## src/common/ein_consts.svh

```systemverilog
`ifndef EIN_CONSTS_SVH
`define EIN_CONSTS_SVH

// master-bus address this block answers to
`define EIN_BUS_ADDR 8'h65

// number of entries held by the frame buffer
`define EIN_FIFO_DEPTH 32

// first byte of every acknowledge frame
`define EIN_ACK_CODE 8'h06

// width of the runtime symbol-period divider
`define EIN_DIV_W 22

`endif

```

## src/common/ein_pkg.sv

```systemverilog
`default_nettype none

package ein_pkg;

	// one beat of the chip-control master bus
	typedef struct packed {
		logic [7:0] addr;
		logic [7:0] data;
		logic       data_valid;
		logic       frame_valid;
	} ein_master_bus_t;

	// a buffered byte whose last bit marks the final byte of its frame
	typedef struct packed {
		logic       last;
		logic [7:0] data;
	} ein_fifo_word_t;

	// the header byte that opens each kept frame
	typedef struct packed {
		logic       fragment;
		logic [6:0] eid;
	} ein_header_t;

	// one beat of the outgoing acknowledge bus
	typedef struct packed {
		logic [7:0] data;
		logic       data_valid;
		logic       frame_valid;
	} ein_out_frame_t;

endpackage

`default_nettype wire

```

## src/hw/ein_frame_buffer.sv

```systemverilog
`timescale 1ns/1ns
`default_nettype none
`include "ein_consts.svh"

module ein_frame_buffer (
	input  wire                          clk,
	input  wire                          reset,
	input  wire ein_pkg::ein_master_bus_t bus,
	input  wire                          hd_pop,
	input  wire                          mod_pop,
	output ein_pkg::ein_fifo_word_t      fifo_head,
	output logic                         fifo_empty,
	output logic                         overflow
);
	import ein_pkg::*;

	localparam int PTR_W = $clog2(`EIN_FIFO_DEPTH);

	ein_fifo_word_t mem [`EIN_FIFO_DEPTH];
	logic [PTR_W:0] wr_ptr;
	logic [PTR_W:0] rd_ptr;
	logic           pend_valid;
	logic [7:0]     pend_data;
	logic           accept;
	logic           wr_en;
	logic           wr_last;
	logic           fifo_full;
	logic           pop;

	assign accept = bus.data_valid && (bus.addr == `EIN_BUS_ADDR);

	// the pending byte is committed once we know whether it ends the frame
	// a following byte means more data, a dropped frame_valid means last
	assign wr_en = pend_valid && (accept || !bus.frame_valid);
	assign wr_last = !accept;

	// the extra pointer bit tells a full FIFO from an empty one
	assign fifo_full = (wr_ptr[PTR_W] != rd_ptr[PTR_W]) &&
		(wr_ptr[PTR_W-1:0] == rd_ptr[PTR_W-1:0]);
	assign fifo_empty = (wr_ptr == rd_ptr);

	// both consumers share one read port and never pop together
	assign pop = (hd_pop || mod_pop) && !fifo_empty;

	assign fifo_head = mem[rd_ptr[PTR_W-1:0]];

	always_ff @(posedge clk) begin
		if (reset) begin
			pend_valid <= 1'b0;
			wr_ptr <= '0;
			rd_ptr <= '0;
			overflow <= 1'b0;
		end else begin
			overflow <= wr_en && fifo_full;
			if (accept) begin
				pend_valid <= 1'b1;
			end else if (wr_en) begin
				pend_valid <= 1'b0;
			end
			if (wr_en && !fifo_full) begin
				wr_ptr <= wr_ptr + 1'b1;
			end
			if (pop) begin
				rd_ptr <= rd_ptr + 1'b1;
			end
		end
	end

	always_ff @(posedge clk) begin
		if (accept) begin
			pend_data <= bus.data;
		end
		if (wr_en && !fifo_full) begin
			mem[wr_ptr[PTR_W-1:0]] <= '{last: wr_last, data: pend_data};
		end
	end

endmodule

`default_nettype wire

```

## src/hw/ein_header_decoder.sv

```systemverilog
`timescale 1ns/1ns
`default_nettype none

module ein_header_decoder (
	input  wire                         clk,
	input  wire                         reset,
	input  wire ein_pkg::ein_fifo_word_t fifo_head,
	input  wire                         fifo_empty,
	input  wire                         frame_sent,
	output logic                        hd_pop,
	output ein_pkg::ein_header_t        header,
	output logic                        header_done
);

	typedef enum logic {
		ST_IDLE,
		ST_BUSY
	} state_t;

	state_t state;

	// in idle the head of the FIFO is always the header of the next frame
	assign hd_pop = (state == ST_IDLE) && !fifo_empty;

	// header stays valid for the whole time the payload goes out
	assign header_done = (state == ST_BUSY);

	always_ff @(posedge clk) begin
		if (reset) begin
			state <= ST_IDLE;
		end else begin
			case (state)
				ST_IDLE: begin
					if (hd_pop) begin
						state <= ST_BUSY;
					end
				end
				ST_BUSY: begin
					// the modulator is done with this frame
					if (frame_sent) begin
						state <= ST_IDLE;
					end
				end
				default: begin
					state <= ST_IDLE;
				end
			endcase
		end
	end

	// bit 7 flags a fragment and the low seven bits carry the event id
	always_ff @(posedge clk) begin
		if (hd_pop) begin
			header.fragment <= fifo_head.data[7];
			header.eid <= fifo_head.data[6:0];
		end
	end

endmodule

`default_nettype wire

```

## src/ein_mod/ein_modulator.sv

```systemverilog
`timescale 1ns/1ns
`default_nettype none
`include "ein_consts.svh"

module ein_modulator (
	input  wire                         clk,
	input  wire                         reset,
	input  wire [`EIN_DIV_W-1:0]        clk_div,
	input  wire                         goc_mode,
	input  wire                         header_done,
	input  wire                         fragment,
	input  wire ein_pkg::ein_fifo_word_t fifo_head,
	input  wire                         fifo_empty,
	output logic                        mod_pop,
	output logic                        frame_sent,
	output logic                        emo_pad,
	output logic                        edi_pad,
	output logic                        eci_pad
);

	typedef enum logic [2:0] {
		ST_IDLE,
		ST_LOAD,
		ST_BIT,
		ST_ECI,
		ST_TERM,
		ST_DONE
	} state_t;

	state_t                state;
	logic [`EIN_DIV_W-1:0] sym_cnt;
	logic                  sym_ready;
	logic                  sym_fire;
	logic [7:0]            shreg;
	logic [2:0]            bit_cnt;
	logic                  last_q;
	logic                  lsb_first;
	logic                  cur_bit;

	assign sym_ready = (sym_cnt == '0);
	assign sym_fire = sym_ready && (state == ST_BIT || state == ST_ECI || state == ST_TERM);
	assign mod_pop = (state == ST_LOAD) && header_done && !fifo_empty;
	assign frame_sent = (state == ST_DONE);
	assign cur_bit = lsb_first ? shreg[0] : shreg[7];

	// the timer reloads on every toggle, so toggles sit clk_div+1 cycles apart
	always_ff @(posedge clk) begin
		if (reset) begin
			sym_cnt <= '0;
		end else if (sym_fire) begin
			sym_cnt <= clk_div;
		end else if (!sym_ready) begin
			sym_cnt <= sym_cnt - 1'b1;
		end
	end

	always_ff @(posedge clk) begin
		if (reset) begin
			state <= ST_IDLE;
			bit_cnt <= '0;
			emo_pad <= 1'b0;
			edi_pad <= 1'b0;
			eci_pad <= 1'b0;
		end else begin
			case (state)
				ST_IDLE: if (header_done) state <= ST_LOAD;
				// waits here while the FIFO runs dry in the middle of a frame
				ST_LOAD: begin
					if (mod_pop) begin
						bit_cnt <= '0;
						state <= ST_BIT;
					end
				end
				ST_BIT: begin
					if (sym_fire) begin
						if (cur_bit) begin
							emo_pad <= ~emo_pad;
						end else begin
							edi_pad <= ~edi_pad;
						end
						bit_cnt <= bit_cnt + 1'b1;
						if (bit_cnt == 3'd7) begin
							state <= ST_ECI;
						end
					end
				end
				ST_ECI: begin
					if (sym_fire) begin
						eci_pad <= ~eci_pad;
						if (!last_q) begin
							state <= ST_LOAD;
						end else if (fragment) begin
							state <= ST_DONE;
						end else begin
							state <= ST_TERM;
						end
					end
				end
				ST_TERM: begin
					if (sym_fire) begin
						eci_pad <= ~eci_pad;
						state <= ST_DONE;
					end
				end
				default: state <= ST_IDLE;
			endcase
		end
	end

	// bit order is taken once per byte so it cannot change mid-byte
	always_ff @(posedge clk) begin
		if (mod_pop) begin
			shreg <= fifo_head.data;
			last_q <= fifo_head.last;
			lsb_first <= goc_mode;
		end else if (state == ST_BIT && sym_fire) begin
			shreg <= lsb_first ? (shreg >> 1) : (shreg << 1);
		end
	end

endmodule

`default_nettype wire

```

## src/hw/ein_ack_generator.sv

```systemverilog
`timescale 1ns/1ns
`default_nettype none
`include "ein_consts.svh"

module ein_ack_generator (
	input  wire                    clk,
	input  wire                    reset,
	input  wire                    send_ack,
	input  wire [6:0]              eid,
	output ein_pkg::ein_out_frame_t ack_frame
);

	typedef enum logic [1:0] {
		ST_IDLE,
		ST_CODE,
		ST_EID
	} state_t;

	state_t     state;
	logic [6:0] eid_q;

	// a trigger during an ongoing frame is simply not seen
	always_ff @(posedge clk) begin
		if (reset) begin
			state <= ST_IDLE;
		end else begin
			case (state)
				ST_IDLE: begin
					if (send_ack) begin
						state <= ST_CODE;
					end
				end
				ST_CODE: state <= ST_EID;
				default: state <= ST_IDLE;
			endcase
		end
	end

	always_ff @(posedge clk) begin
		if (state == ST_IDLE && send_ack) begin
			eid_q <= eid;
		end
	end

	always_comb begin
		ack_frame.frame_valid = (state != ST_IDLE);
		ack_frame.data_valid = (state != ST_IDLE);
		case (state)
			ST_CODE: ack_frame.data = `EIN_ACK_CODE;
			ST_EID:  ack_frame.data = {1'b0, eid_q};
			default: ack_frame.data = 8'h00;
		endcase
	end

endmodule

`default_nettype wire

```

## src/hw/ein_int.sv

```systemverilog
`timescale 1ns/1ns
`default_nettype none
`include "ein_consts.svh"

module ein_int (
	input  wire                          clk,
	input  wire                          reset,
	input  wire ein_pkg::ein_master_bus_t master_bus,
	input  wire                          goc_mode,
	input  wire [`EIN_DIV_W-1:0]         clk_div,
	output logic                         emo_pad,
	output logic                         edi_pad,
	output logic                         eci_pad,
	output logic                         overflow,
	output ein_pkg::ein_out_frame_t      ack_frame
);
	import ein_pkg::*;

	typedef enum logic [1:0] {
		ST_IDLE,
		ST_TX,
		ST_ACK
	} state_t;

	state_t         state;
	state_t         next_state;
	ein_fifo_word_t fifo_head;
	logic           fifo_empty;
	logic           hd_pop;
	logic           mod_pop;
	ein_header_t    header;
	logic           header_done;
	logic           frame_sent;
	logic           send_ack;
	logic [6:0]     ack_eid;

	ein_frame_buffer u_frame_buffer (
		.clk(clk), .reset(reset), .bus(master_bus), .hd_pop(hd_pop), .mod_pop(mod_pop),
		.fifo_head(fifo_head), .fifo_empty(fifo_empty), .overflow(overflow)
	);

	ein_header_decoder u_header_decoder (
		.clk(clk), .reset(reset), .fifo_head(fifo_head), .fifo_empty(fifo_empty),
		.frame_sent(frame_sent), .hd_pop(hd_pop), .header(header), .header_done(header_done)
	);

	ein_modulator u_modulator (
		.clk(clk), .reset(reset), .clk_div(clk_div), .goc_mode(goc_mode),
		.header_done(header_done), .fragment(header.fragment), .fifo_head(fifo_head),
		.fifo_empty(fifo_empty), .mod_pop(mod_pop), .frame_sent(frame_sent),
		.emo_pad(emo_pad), .edi_pad(edi_pad), .eci_pad(eci_pad)
	);

	ein_ack_generator u_ack_generator (
		.clk(clk), .reset(reset), .send_ack(send_ack), .eid(ack_eid), .ack_frame(ack_frame)
	);

	// the decoder may load the next header right after header_done falls,
	// so the id for the ack is kept from the frame that just went out
	always_ff @(posedge clk) begin
		if (header_done) begin
			ack_eid <= header.eid;
		end
	end

	always_comb begin
		next_state = state;
		send_ack = 1'b0;
		case (state)
			ST_IDLE: if (header_done) next_state = ST_TX;
			ST_TX:   if (!header_done) next_state = ST_ACK;
			ST_ACK: begin
				send_ack = 1'b1;
				next_state = ST_IDLE;
			end
			default: next_state = ST_IDLE;
		endcase
	end

	always_ff @(posedge clk) begin
		if (reset) begin
			state <= ST_IDLE;
		end else begin
			state <= next_state;
		end
	end

endmodule

`default_nettype wire

```

## config.mk

```make
export PLATFORM = sky130hd
export DESIGN_NAME = ein_int
export DESIGN_NICKNAME = d
export VERILOG_FILES = /design/src/common/ein_pkg.sv /design/src/hw/ein_frame_buffer.sv /design/src/hw/ein_header_decoder.sv /design/src/ein_mod/ein_modulator.sv /design/src/hw/ein_ack_generator.sv /design/src/hw/ein_int.sv
export VERILOG_INCLUDE_DIRS = /design/src /design/src/common
export SDC_FILE = /design/constraint.sdc
export NUM_CORES = 1
export LEC_CHECK = 0
export ABC_CLOCK_PERIOD_IN_PS = 3150
export BUFFER_PORTS_ARGS = -buffer_cell sky130_fd_sc_hd__buf_2
export CORE_ASPECT_RATIO = 2
export CORE_MARGIN = 2
export CORE_UTILIZATION = 40
export CTS_BUF_LIST = sky130_fd_sc_hd__clkbuf_8
export CTS_CLUSTER_DIAMETER = 120
export CTS_CLUSTER_SIZE = 30
export DETAILED_ROUTE_END_ITERATION = 10
export PLACE_DENSITY = 0.58
export SYNTH_ARGS = -nofsm -noshare
export SYNTH_HDL_FRONTEND = slang
export SYNTH_SLANG_ARGS = --single-unit
```

## constraint.sdc

```tcl
create_clock -name clk -period 3.15 [get_ports clk]
set_clock_uncertainty 0.15 [all_clocks]
set_input_delay 0.63 -clock clk [delete_from_list [all_inputs] [get_ports clk]]
set_output_delay 0.63 -clock clk [all_outputs]
set_load 0.01 [all_outputs]
```

---- Yosys cells after proc, flatten, opt, wreduce, memory -nomap -nowiden ----
Memory sizes are Yosys's and may differ from the RTL's. A register that Yosys moved wholly into a read port is not among the register bits.
Index checks and enable logic that the tools add are counted.
operators by class
  add/subtract/negate cells ............... 4
  equality and inequality tests ........... 24
  mux-type cells .......................... 34
  bitwise logic cells ..................... 5
  reduce and logical (&&, ||, !) cells .... 35
operators by type and width
  cell                                                   number
  2-to-1 mux 22 bit                                      2
  2-to-1 mux 3 bit                                       9
  2-to-1 mux 8 bit                                       3
  zero test 22 bit                                       1
  subtractor 22 x 1 -> 22 bit, second input constant     1
  case mux 3 bit (5 select lines)                        1
  case mux 7 bit (2 select lines)                        1
  adder 6 x 1 -> 6 bit, second input constant            2
  logical AND 1 bit                                      12
  2-to-1 mux 5 bit                                       2
  inequality test 2 x 1 -> 1 bit, second input constant  5
  inequality test 2 bit, second input constant           5
  equality test 3 bit, second input constant             3
  2-to-1 mux 1 bit                                       9
  AND reduction 3 bit                                    3
  equality test 8 x 7 -> 1 bit, second input constant    1
  case mux 2 bit (2 select lines)                        2
  nonzero test 2 bit                                     4
  equality test 3 x 2 -> 1 bit, second input constant    2
  equality test 6 bit                                    1
  2-to-1 mux 2 bit                                       3
  case mux 3 bit (2 select lines)                        1
  AND reduction 6 bit                                    1
  equality test 5 bit                                    1
  other kinds (13)                                       27
word-level totals
  bits in registers ....................... 90
  memory bits (writable) .................. 288
  input bits .............................. 43
  output and inout port bits .............. 14
  logic and storage cells ................. 124
  memories kept ........................... 1
memories
  memory              words  width  read ports  clocked after Yosys merged registers in  write ports  RTL line                RTL
  u_frame_buffer.mem  32     9      1           1                                        1            ein_frame_buffer.sv:19  ein_fifo_word_t mem [`EIN_FIFO_DEPTH];

---- Longest topological paths before layout ----
  depth in word-level cells ............... 7
  depth in mapped cells ................... 9
  gate-level depth less buffers ........... 7

---- By module ----
From an unflattened synthesis, not the netlist that was laid out.
second synthesis, totals
  cell total of the unflattened synthesis .. 858
  area total of the unflattened synthesis .. 15,404.8 um2
modules (own cells, without submodules)
  module              instances  cells each  area an instance (um2)  seq. area each (um2)
  ein_frame_buffer    1          557         12,253.0                9,268.9
  ein_modulator       1          240         2,119.5                 920.9
  ein_ack_generator   1          37          470.5                   250.2
  ein_header_decoder  1          12          282.8                   260.2
  ein_int             1          12          279.0                   250.2

---- Worst setup path after synthesis ----
OpenSTA, ideal clock, no wires.
  path type ............................... input-to-reg
  start point ............................. input master_bus[14] (netlist bit)
  end point ............................... memory u_frame_buffer.mem[11][0] (netlist bit) (enable)
  setup time .............................. 374 ps
  arrival ................................. 2,482 ps
  data required time ...................... 2,626 ps
  path slack .............................. 144 ps
  stages on the path ...................... 5
  path buffers ............................ 0
  cells stage by stage .................... nor4bb_1 -> a41oi_1 -> a311oi_1 -> nand2_1 -> nor2_1
between the ends
  longest elaborated chain between the ends .. 7
RTL lines
  element                                        RTL line                RTL
  start, declared                                ein_int.sv:8            input wire ein_pkg::ein_master_bus_t master_bus,
  equality test 8 x 7 -> 1 bit (no source line)  n/a
  logical AND 1 bit                              ein_frame_buffer.sv:30  assign accept = bus.data_valid && (bus.addr == `EIN_BUS_ADDR);
  logical OR 1 bit                               ein_frame_buffer.sv:34  assign wr_en = pend_valid && (accept || !bus.frame_valid);
  logical AND 1 bit                              ein_frame_buffer.sv:34
  logical AND 1 bit                              ein_frame_buffer.sv:73  if (wr_en && !fifo_full) begin
  2-to-1 mux 1 bit                               ein_frame_buffer.sv:73
  2-to-1 mux 1 bit (implied by the code)         ein_frame_buffer.sv:74  mem[wr_ptr[PTR_W-1:0]] <= '{last: wr_last, data: pend_data};
  end, declared                                  ein_frame_buffer.sv:19
No other way between the ends.

---- Final worst setup path ----
  start point ............................. register u_modulator.sym_cnt[9]
  end point ............................... register u_modulator.sym_cnt[14]
between the ends
  longest elaborated chain between the ends .. 3
  elaborated cells between the ends (all ways) .. 6
  those cells by class .................... add/sub (1); eq/ne (1); mux (2); reduce/logical (2)
RTL lines
  element                                                                 RTL line                                  RTL
  start, declared                                                         ein_modulator.sv:31                       logic [`EIN_DIV_W-1:0] sym_cnt;
  start signal, assigned                                                  ein_modulator.sv:51                       sym_cnt <= clk_div;
  start signal, assigned                                                  ein_modulator.sv:53                       sym_cnt <= sym_cnt - 1'b1;
  subtractor 22 x 1 -> 22 bit / zero test 22 bit (equally long branches)  ein_modulator.sv:53, ein_modulator.sv:40
  2-to-1 mux 22 bit / logical AND 1 bit (equally long branches)           ein_modulator.sv:52, ein_modulator.sv:41
  2-to-1 mux 22 bit / inequality test 2 bit (equally long branches)       n/a
Several ways; a longest one is shown, not always the timed one. The select of a mux whose other input is x is not followed.
A chain may end at the register's enable or synchronous reset.

==> impl_summary.txt <==
----------------------------------------------------
[Status]
  Result of the run ... finished clean

[Global routing]
  Met2 routing resource usage after global routing ... 39.5%
  Global-route track usage on met3 ... 1.89%
  GRT Total Usage ... 19.8%
  Vias in the first global route ... 9,442
  Met1 usage in global routing ... 19.3%
  Largest net degree at the start of global routing ... 53
  Total congestion overflow ... 0
  Most Crowded Layer GR ... met2
  Number of antenna violations at the first check in global routing ... 1
  Global-route wire length before repair ... 58,700 microns

[Min path]
  HP Start ... goc_mode
  Hold Crit Depth ... 1
  Path category of the worst min-delay check ... in -> reg
  Worst min-delay path endpoint ... u_modulator.lsb_first

[Detailed routing]
  First drt pass iteration count ... 5
  Routed WL per cell ... 23.9 microns
  Violation count after the first detailed-routing iteration ... 614
  Via/cell ratio ... 5.43
  Vias after detailed routing ... 9,136
  Final antenna-violating net count ... 0
  DRT Wirelength ... 40,200 microns
  Total DRC errors in the routed layout ... 0

[Timing]
  Slew Limit Headroom ... 48.6%
  Final Slew Violations ... 0
  Minimum clock period ... 3.03 ns
  Final setup fails ... 0
  Worst hold slack ... 0.0563 ns
  Setup WS post-layout ... 0.124 ns
  Max Clock Freq ... 0.331 GHz
  Post-route setup TNS ... 0 ns
  Final worst path period share ... 96.0%
  Setup repair after global routing missed its margin ... no
  Measured slew at the worst slew-check pin ... 0.770 ns
  Hold Violations, Final ... 0

[Clocking]
  Clock tree sinks ... 383
  Clock latency reported for the late side of the worst-skew pair ... 0.60 ns
  Max clock buf depth ... 3
  # resized after CTS ... 0
  CTS tree ... done
  Level count of the clock H-tree ... 1
  Register clock-pin slew on the reported worst setup and hold paths ... 0.19 ns
  Inserted Clock Buffers ... 16
  Buffer cell driving the clock tree root ... sky130_fd_sc_hd__clkbuf_8
  Post-CTS setup buffer count ... 0
  Post-cts hold buffer count ... 0

[Synthesis]
  Mean instance size in the synthesized netlist ... 14.7 sq um
  Synthesized cell area ... 15,700 sq um
  Register area share after synthesis ... 69.9%
  Most frequent cell after synthesis ... sky130_fd_sc_hd__edfxtp_1
  Yosys warns ... 0
  Leading register cell type out of synthesis ... sky130_fd_sc_hd__edfxtp_1
  Distinct cell type count after synthesis ... 60
  Post-synthesis cell type with the largest combined area ... sky130_fd_sc_hd__edfxtp_1
  Top post-synthesis cells by area ... sky130_fd_sc_hd__edfxtp_1 63%, sky130_fd_sc_hd__mux2i_1 8.8%, sky130_fd_sc_hd__dfxtp_1 7.0%, sky130_fd_sc_hd__a22oi_1 2.3%, sky130_fd_sc_hd__nand3_1 1.6%
  Share of the synthesized area in the top cell type ... 62.9%
  EDFF count, synth ... 328
  Async set or reset register ratio after synthesis ... 0%
  Post-Synthesis Cells ... 1,063
  Synthesized netlist net count ... 1,118
  Leading cell types by count after synthesis ... 328 x sky130_fd_sc_hd__edfxtp_1, 137 x sky130_fd_sc_hd__mux2i_1, 62 x sky130_fd_sc_hd__nor2_1, 55 x sky130_fd_sc_hd__dfxtp_1, 49 x sky130_fd_sc_hd__nand3_1
  Yosys reg bits ... 383

[Critical path]
  CP peak stage delay ... 0.58 ns
  Critical-path maximum fanout ... 13
  Reg-to-reg critical path startpoint ... u_modulator.sym_cnt[9]
  Number of cell instances on the worst register-to-register path ... 5
  Critical-path top delay cell ... sky130_fd_sc_hd__nor3_1
  Cell family contributing the most delay on the critical path ... simple AND/OR/NAND/NOR gates
  Reg-to-reg endpoint ... u_modulator.sym_cnt[14]
  Setup slack of the most critical reg-to-reg path ... 0.12 ns
  Worst Setup Start Kind ... register
  Classification of the worst setup path ... reg -> reg
  WP data required ... 3.47 ns
  Worst Path Arrival ... 3.35 ns
  CP cell instances ... or4_1 > or3_1 > or3_4 > nor3_1 > a2111oi_0
  Count of buffering cells on the critical path with inverters included ... 0
  Kind of capture point of the worst setup path ... register

[Floorplanning]
  Die outline width ... 144 microns
  Num ports ... 57
  Row cnt ... 102
  Height of the chip ... 284 microns
  Die outline area ... 40,800 sq um
  Floorplan Core Area ... 38,700 sq um
  Starting utilization of the core area ... 40.5%

[Layout]
  Fraction of layout cells with a size suffix above 1 ... 15.4%
  Area overhead of the layout relative to synthesis ... 10.1%
  Final standard cell area without fillers ... 17,200 sq um
  Final cell count without fillers ... 1,681
  Nets ... 1,205
  Share of the core filled with cells in the final layout ... 44.6%

[Place]
  Cell Count Post-Placement ... 1,652
  Placed inst area ... 17,000 sq um
  Post-detail-place hpwl ... 28,800 microns
  Pre-CTS WS ... 0.0677 ns
  Routability congestion estimate ... 0.911
  Input/output buffers ... 55

[Flow run]
  Max-cap violations ... 0

[Power and ir drop]
  Areal power density over the cells ... 540 nW/um^2
  Max VDD drop ... 0.299 mV
  Total power ... 9.31 mW
  Cell leakage power ... 5.61 nW

----------------------------------------------------
-- how the worst max path moves through the flow --
stage                                start                   endpoint  slack, ns  cells past startpoint
floorplan                   master_bus[14]  u_frame_buffer.mem[11][0]       0.14                      5
global placement            master_bus[14]  u_frame_buffer.mem[14][2]       0.08                      8
detailed placement          master_bus[14]   u_frame_buffer.mem[8][5]       0.07                      8
CTS                 u_modulator.sym_cnt[9]    u_modulator.sym_cnt[14]       0.29                      5
global route        u_modulator.sym_cnt[0]    u_modulator.sym_cnt[14]       0.01                      7
finish              u_modulator.sym_cnt[9]    u_modulator.sym_cnt[14]       0.12                      5
-- worst reg2reg max path, stage by stage, from the launching register on --
cell and delay, ns:
sky130_fd_sc_hd__dfxtp_1 0.38, sky130_fd_sc_hd__or4_1 0.56, sky130_fd_sc_hd__or3_1 0.53, sky130_fd_sc_hd__or3_4 0.54, sky130_fd_sc_hd__nor3_1 0.58, sky130_fd_sc_hd__a2111oi_0 0.16
-- cells by family (layout without fill, tap and decap cells) --
family                   count (synthesis)  in the layout  synth area share [%]
multiplexers                           152            152                  10.6
buffers and inverters                   74            171                  1.85
flip-flops                             383            383                  69.9
AO/OA/AOI/OAI                          151            151                  6.64
other                                    1              2                0.0240
XOR/XNOR                                17             17                 0.951
AND/OR/NAND/NOR                        273            273                  9.06
adder cells (fa/ha/maj)                 12             12                 0.959
-- placed cells by master, fill, tap and decap left out, drive strengths merged, types with 5 or more instances in the layout --
cell type,Yosys,final
a22oi,48,48
nand2,48,48
nand4,13,13
o21ai,7,7
o21a,8,8
a31oi,9,9
nor2,62,62
a21oi,39,39
xnor2,13,13
nor4,7,7
nor3,15,15
mux2i,137,137
dfxtp,55,55
a211oi,8,8
clkbuf,40,17
and3,15,15
edfxtp,328,328
mux4,10,10
or3,17,17
nand3,49,49
nor3b,5,5
buf,20,129
ha,12,12
o31ai,5,5
mux2,5,5
nor2b,13,13
inv,14,25
or4,6,6
-- registers in the layout, summed over array words and instances (netlist names), named ones only --
register / flops
u_header_decoder.header: 8
u_modulator.bit_cnt: 3
u_frame_buffer.pend_valid: 1
u_header_decoder.header_done: 1
u_frame_buffer.wr_ptr: 6
u_modulator.shreg: 8
u_ack_generator.state: 2
u_modulator.state: 3
u_modulator.edi_pad: 1
state: 2
u_frame_buffer.overflow: 1
u_frame_buffer.pend_data: 8
u_modulator.emo_pad: 1
u_frame_buffer.mem: 288
u_frame_buffer.rd_ptr: 6
u_modulator.eci_pad: 1
ack_eid: 7
u_modulator.last_q: 1
u_ack_generator.eid_q: 7
u_modulator.lsb_first: 1
u_modulator.sym_cnt: 22
-- final cells by class --
cell class / count / area, sq um
multi-input combinational: 606 / 4430
fill: 3470 / 21400
tap: 520 / 651
timing repair buffer: 129 / 868
sequential: 383 / 11000
antenna: 1 / 2.50
clock inverter: 11 / 46.3
inverter: 14 / 52.6
clock buffer: 17 / 234
-- routing by layer --
| metal | vias to the layer above | wire, microns |
|---|---|---|
| li1 | 4256 | - |
| met1 | 4561 | 13300 |
| met2 | 243 | 23300 |
| met3 | 76 | 1340 |
| met4 | 0 | 2310 |
| met5 | - | 0 |
-- where the power goes --
part           total (mW)  switching [mW]  internal, mW
combinational        1.59           0.963         0.625
clock                1.94            1.42         0.518
sequential           5.79           0.162          5.63
total                9.31            2.54          6.77
No activity file was read; power rests on OpenSTA's default activity.
